==> src/tcb_pkg.sv <==
// shared definitions for the TCB interconnect
// widths, bus command and request/response structs used by every block

package tcb_pkg;

  ////////////////////////////////////////////////////////////////////////////
  // bus widths
  ////////////////////////////////////////////////////////////////////////////

  // byte address
  localparam int unsigned TCB_ADR_W = 16;
  // data bus
  localparam int unsigned TCB_DAT_W = 32;
  // one enable per data byte
  localparam int unsigned TCB_BEN_W = TCB_DAT_W / 8;

  ////////////////////////////////////////////////////////////////////////////
  // command
  ////////////////////////////////////////////////////////////////////////////

  // single bit, read is the zero encoding
  typedef enum logic {
    TCB_RD = 1'b0,
    TCB_WR = 1'b1
  } tcb_cmd_t;

  ////////////////////////////////////////////////////////////////////////////
  // request and response
  ////////////////////////////////////////////////////////////////////////////

  // manager to subordinate, 53 bits
  typedef struct packed {
    // read or write
    tcb_cmd_t               cmd;
    // byte address
    logic [TCB_ADR_W-1:0]   adr;
    // byte enables, bit n covers wdt[8n+7:8n]
    logic [TCB_BEN_W-1:0]   ben;
    // write data, ignored on reads
    logic [TCB_DAT_W-1:0]   wdt;
  } tcb_req_t;

  // subordinate to manager, 33 bits
  typedef struct packed {
    // read data, zero on writes and misses
    logic [TCB_DAT_W-1:0]   rdt;
    // set when no subordinate covers the address
    logic                   err;
  } tcb_rsp_t;

  // response used for unmapped accesses
  localparam tcb_rsp_t TCB_RSP_ERR = '{
    rdt: '0,
    err: 1'b1
  };

endpackage
==> src/tcb_lib_multiplexer.sv <==
// response multiplexer, returns the owed subordinate response
// or an error response when the request matched no subordinate

module tcb_lib_multiplexer #(
  parameter  int unsigned MPN = 2,
  localparam int unsigned MPL = (MPN > 1) ? $clog2(MPN) : 1
)(
  // pending response from the demultiplexer
  input  logic              pnd_vld,
  input  logic              pnd_miss,
  input  logic [MPL-1:0]    pnd_sel,
  // responses from all subordinates
  input  tcb_pkg::tcb_rsp_t sub_rsp [MPN-1:0],
  // manager side
  output logic              rsp_vld,
  output tcb_pkg::tcb_rsp_t rsp
);

////////////////////////////////////////////////////////////////////////////
// response select
////////////////////////////////////////////////////////////////////////////

  // strobe follows the pending flag directly
  assign rsp_vld = pnd_vld;

  // miss overrides whatever the selected subordinate drives
  always_comb begin
    if (pnd_miss) begin
      rsp = tcb_pkg::TCB_RSP_ERR;
    end else begin
      rsp = sub_rsp[pnd_sel];
    end
  end

////////////////////////////////////////////////////////////////////////////
// checks
////////////////////////////////////////////////////////////////////////////

  // hit responses must point at an existing subordinate
  always_comb begin
    if (pnd_vld && !pnd_miss) begin
      a_pnd_sel_range: assert (int'(pnd_sel) < MPN);
    end
  end

endmodule

==> config.mk <==
export PLATFORM = sky130hd
export DESIGN_NAME = tcb_lib_multiplexer
export DESIGN_NICKNAME = d
export VERILOG_FILES = /design/src/tcb_pkg.sv /design/src/tcb_lib_multiplexer.sv
export SDC_FILE = /design/constraint.sdc
export NUM_CORES = 1
export LEC_CHECK = 0
export BUFFER_PORTS_ARGS = -buffer_cell sky130_fd_sc_hd__buf_2
export CORE_AREA = 2 2 53 55
export DETAILED_ROUTE_END_ITERATION = 12
export DIE_AREA = 0 0 55 57
export PLACE_DENSITY = 0.69
export SYNTH_ARGS = -nofsm -noshare
export SYNTH_HDL_FRONTEND = slang
export SYNTH_SLANG_ARGS = --single-unit
==> constraint.sdc <==
create_clock -name vclk -period 3
set_clock_uncertainty 0.15 [all_clocks]
set_input_delay 0.6 -clock vclk [all_inputs]
set_output_delay 0.6 -clock vclk [all_outputs]
set_load 0.005 [all_outputs]
==> results of run 1 <==
layer usage:
metal	track usage (%)	up-vias	routed length, um
li1	-	438	-
met1	10.74	350	686
met2	20.58	58	873
met3	0	0	247
met4	0	0	0
met5	0	-	0
layout by cell type (no fill, tap or decap):
| master | synthesis | final |
|---|---|---|
| buf_2 | 3 | 101 |
| mux2i_1 | 32 | 32 |
| nor2b_1 | 1 | 1 |
| a211o_1 | 1 | 1 |
| buf_12 | 3 | 1 |
| nor2_1 | 32 | 32 |
layout make-up:
class | count | area (sq um)
timing repair buffer | 102 | 525.5
tap | 31 | 38.79
fill | 283 | 1595
multi-input combinational | 66 | 455.4
cell families after synthesis:
kind of cell | count (synthesis)
multiplexers | 32
buffers and inverters | 9
AO/OA/AOI/OAI | 1
AND/OR/NAND/NOR | 33
per-stage QoR:
stage / area, sq um / cells / worst slack, ns / hold WS [ns]
after floorplan: 553.0 / 75 / 1.124 / 1.131
after global placement: 1020 / 199 / 0.8539 / 1.050
after detailed placement: 1020 / 199 / 0.8533 / 1.050
after CTS: 1020 / 199 / 0.8481 / 1.050
after global routing: 1020 / 199 / 0.8001 / 1.050
final: 1020 / 199 / 0.8693 / 1.050
critical path, cell delays in order:
cell and delay, ns:
buf_2 0.10, buf_12 0.22, nor2b_1 0.07, a211o_1 0.26, buf_2 0.12
worst paths after layout:
check,end,slack [ns],start
worst max-delay path,rsp[0],0.87,pnd_sel
worst min-delay path,rsp_vld,1.05,pnd_vld
report_power, final:
part / internal, mW / switching (mW) / total (mW)
Combinational: 0.0777 / 0.0545 / 0.132
Clock: 0 / 0 / 0
Sequential: 0 / 0 / 0
Total: 0.0777 / 0.0545 / 0.132
==> flow_summary.json, run 1 <==
{
  "synth_adder_area_share_pct": 0,
  "ys_types": 9,
  "startpoint_type": "primary input",
  "avgRoutedWirePerCell_um": 9.080,
  "yosysTopAreaCell": "mux2i_1",
  "seq_cells": 0,
  "postCtsHoldBufs": 0,
  "hold_depth": 0,
  "overflow": 0,
  "status": "complete, no violations",
  "leakagePower_nw": 0.6908,
  "row_count": 19,
  "vdd_ir_drop_max_uv": 93.72,
  "syn_avg_cell_area_sq_um": 7.374,
  "synth.top_cell.area_share_pct": 57.92,
  "final_nets": 239,
  "synth_top_family_by_area": "multiplexers",
  "p_total_mw": 0.1322,
  "wl_um": 1807,
  "worstPathArrival_ns": 1.38,
  "tns_ns": 0,
  "grt_use_total_pct": 9.716,
  "relSlewSlack_pct": 63.30,
  "regArea_sq_um": 0,
  "synth_compound_area_share_pct": 1.584,
  "area_delta_synth_final_pct": 84.39,
  "synth_nets": 144,
  "drive_above_1_share_pct": 60.71,
  "postLayoutCoreUtil_pct": 39.00,
  "netlist_area_sq_um": 553.0,
  "synth_xor_area_share_pct": 0,
  "synth_commonest_cells": "32 x mux2i_1, 32 x nor2_1, 3 x buf_12, 3 x buf_2",
  "ys.warnings.count": 0,
  "grt_max_degree": 35,
  "hold_class": "primary input to output pin",
  "clock_buffers": 0,
  "period_share_pct": 71.02,
  "worst_pin_slew_ns": 0.5504,
  "num_vias": 846,
  "port_buffers": 101,
  "required_ns": 2.25,
  "syn_inst": 75,
  "endpoint_kind": "output pin",
  "yosys.area_share.simple_pct": 22.85,
  "drv_slew": 0,
  "die_w_um": 55,
  "drtIter0Drc": 12,
  "pwr_density_cell_mw_per_mm2": 129.7,
  "antenna_found_initial": 0,
  "grt_pass1_wl_um": 2497,
  "core_area_sq_mm": 0.002615,
  "post_cts.repair.setup_buffers": 0,
  "dp_hpwl_um": 1448,
  "gp_congestion": 0.7146,
  "cp_max_fo": 34,
  "setup_viol": 0,
  "drc": 0,
  "crit_type": "primary input to output pin",
  "seq_area_frac_synth_pct": 0,
  "start_util_pct": 21.15,
  "die_y_um": 57,
  "ios": 103,
  "synthMuxAreaShare_pct": 57.92,
  "finalHoldViolations": 0,
  "drt-vias-per-instance": 4.251,
  "drt-pass1-iter-count": 4,
  "ant_nets": 0,
  "grt_pass1_vias": 681,
  "dieArea_sq_mm": 0.003135,
  "max_freq_mhz": 469.3,
  "min_period_ns": 2.131,
  "synth.area.top_cells": "mux2i_1 58%, nor2_1 22%, buf_12 11%, buf_2 2.7%, buf_6 2.0%",
  "n_antenna_cell": 0,
  "rsz0062_at_grt": "no",
  "max_cap_viol_count": 0,
  "cts.repair.resized": 0
}
Note: power is estimated with default switching activity, not from simulation.
==> inputs of run 2 (changes only) <==
PLACE_DENSITY = 0.72   (was 0.69)
clock period = 1.9 ns   (was 3 ns; I/O delays follow)
==> flow_summary.json, run 2 (synthesis gave the netlist of run 1 again) <==
{
  "period_share_pct": 87.25,
  "drt-pass1-iter-count": 4,
  "drv_slew": 0,
  "required_ns": 1.37,
  "relSlewSlack_pct": 63.40,
  "pwr_density_cell_mw_per_mm2": 205.7,
  "dp_hpwl_um": 1567,
  "tns_ns": 0,
  "antenna_found_initial": 0,
  "drive_above_1_share_pct": 60.95,
  "wl_um": 1841,
  "cp_max_fo": 18,
  "regArea_sq_um": 0,
  "die_y_um": 57,
  "post_cts.repair.setup_buffers": 0,
  "cts.repair.resized": 0,
  "ios": 103,
  "final_nets": 240,
  "dieArea_sq_mm": 0.003135,
  "min_period_ns": 1.658,
  "rsz0062_at_grt": "no",
  "max_cap_viol_count": 0,
  "finalHoldViolations": 0,
  "clock_buffers": 0,
  "multi_input_area_sq_um": 455.4,
  "core_area_sq_mm": 0.002615,
  "start_util_pct": 21.15,
  "final_common_cell": "buf_2",
  "die_w_um": 55,
  "worstPathArrival_ns": 1.13,
  "port_buffers": 101,
  "leakagePower_nw": 0.7002,
  "avgRoutedWirePerCell_um": 9.205,
  "grt_max_degree": 34,
  "hold_class": "primary input to output pin",
  "seq_cells": 0,
  "endpoint_kind": "output pin",
  "postCtsHoldBufs": 0,
  "grt_pass1_vias": 667,
  "row_count": 19,
  "holdWs_ns": 0.6101,
  "gp_congestion": 0.7224,
  "worst_pin_slew_ns": 0.5490,
  "grt_use_total_pct": 9.819,
  "drt-vias-per-instance": 4.230,
  "ant_nets": 0,
  "n_antenna_cell": 0,
  "overflow": 0,
  "fillers": 297,
  "crit_type": "primary input to output pin",
  "startpoint_type": "primary input",
  "status": "complete, no violations",
  "num_vias": 846,
  "setup_viol": 0,
  "grt_pass1_wl_um": 2532,
  "mostFrequentLayoutCells": "101 x buf_2, 32 x mux2i_1, 32 x nor2_1, 2 x buf_12",
  "area_delta_synth_final_pct": 88.01,
  "drtIter0Drc": 1,
  "drc": 0,
  "vdd_ir_drop_max_uv": 105.5,
  "max_freq_mhz": 603.2
}
## run 2: changes by cell type in the layout (fill, tap and decap cells not counted)
| cell | change |
|---|---|
| buf_12 | +1 |
## run 2: power by group
group / internal, mW / switching (mW)
clock: 0 / 0
combinational: 0.127 / 0.0872
sequential: 0 / 0
total: 0.127 / 0.0872
## run 2: stage by stage
step	utilization, %	cell area [sq um]	instances	total power [mW]	worst slack (ns)
4_1_cts	39.76	1040	200	0.2177	0.2313
6_report	39.76	1040	200	0.2139	0.2423
3_5_place_dp	39.76	1040	200	0.2167	0.2334
2_1_floorplan	-	553.0	75	0.1129	0.4644
5_1_grt	39.76	1040	200	0.2403	0.1681
3_3_place_gp	39.76	1040	200	0.2128	0.2382
## run 2: final cells by class
class                           count  area share [%]
Timing Repair Buffer              103           52.47
Multi-Input combinational cell     66           43.80
Tap cell                           31           3.730
## run 2: final timing paths
path / start / cells past startpoint / slack, ns / to
max: pnd_sel / 5 / 0.24 / rsp[0]
min: pnd_vld / 0 / 0.61 / rsp_vld
## run 2: layer usage
metal	GRT usage, %	vias to the layer above	share of wire [%]	wire length (um)
li1	-	439	-	-
met1	9.615	351	33	605
met2	21.60	56	53	984
met3	0.7853	0	14	251
met4	0	0	0	0
met5	0	-	0	0
## run 2: critical path, cell delays in order
cell and delay (ns):
buf_2 0.13, buf_12 0.17, nor2b_1 0.06, a211o_1 0.25
buf_2 0.12
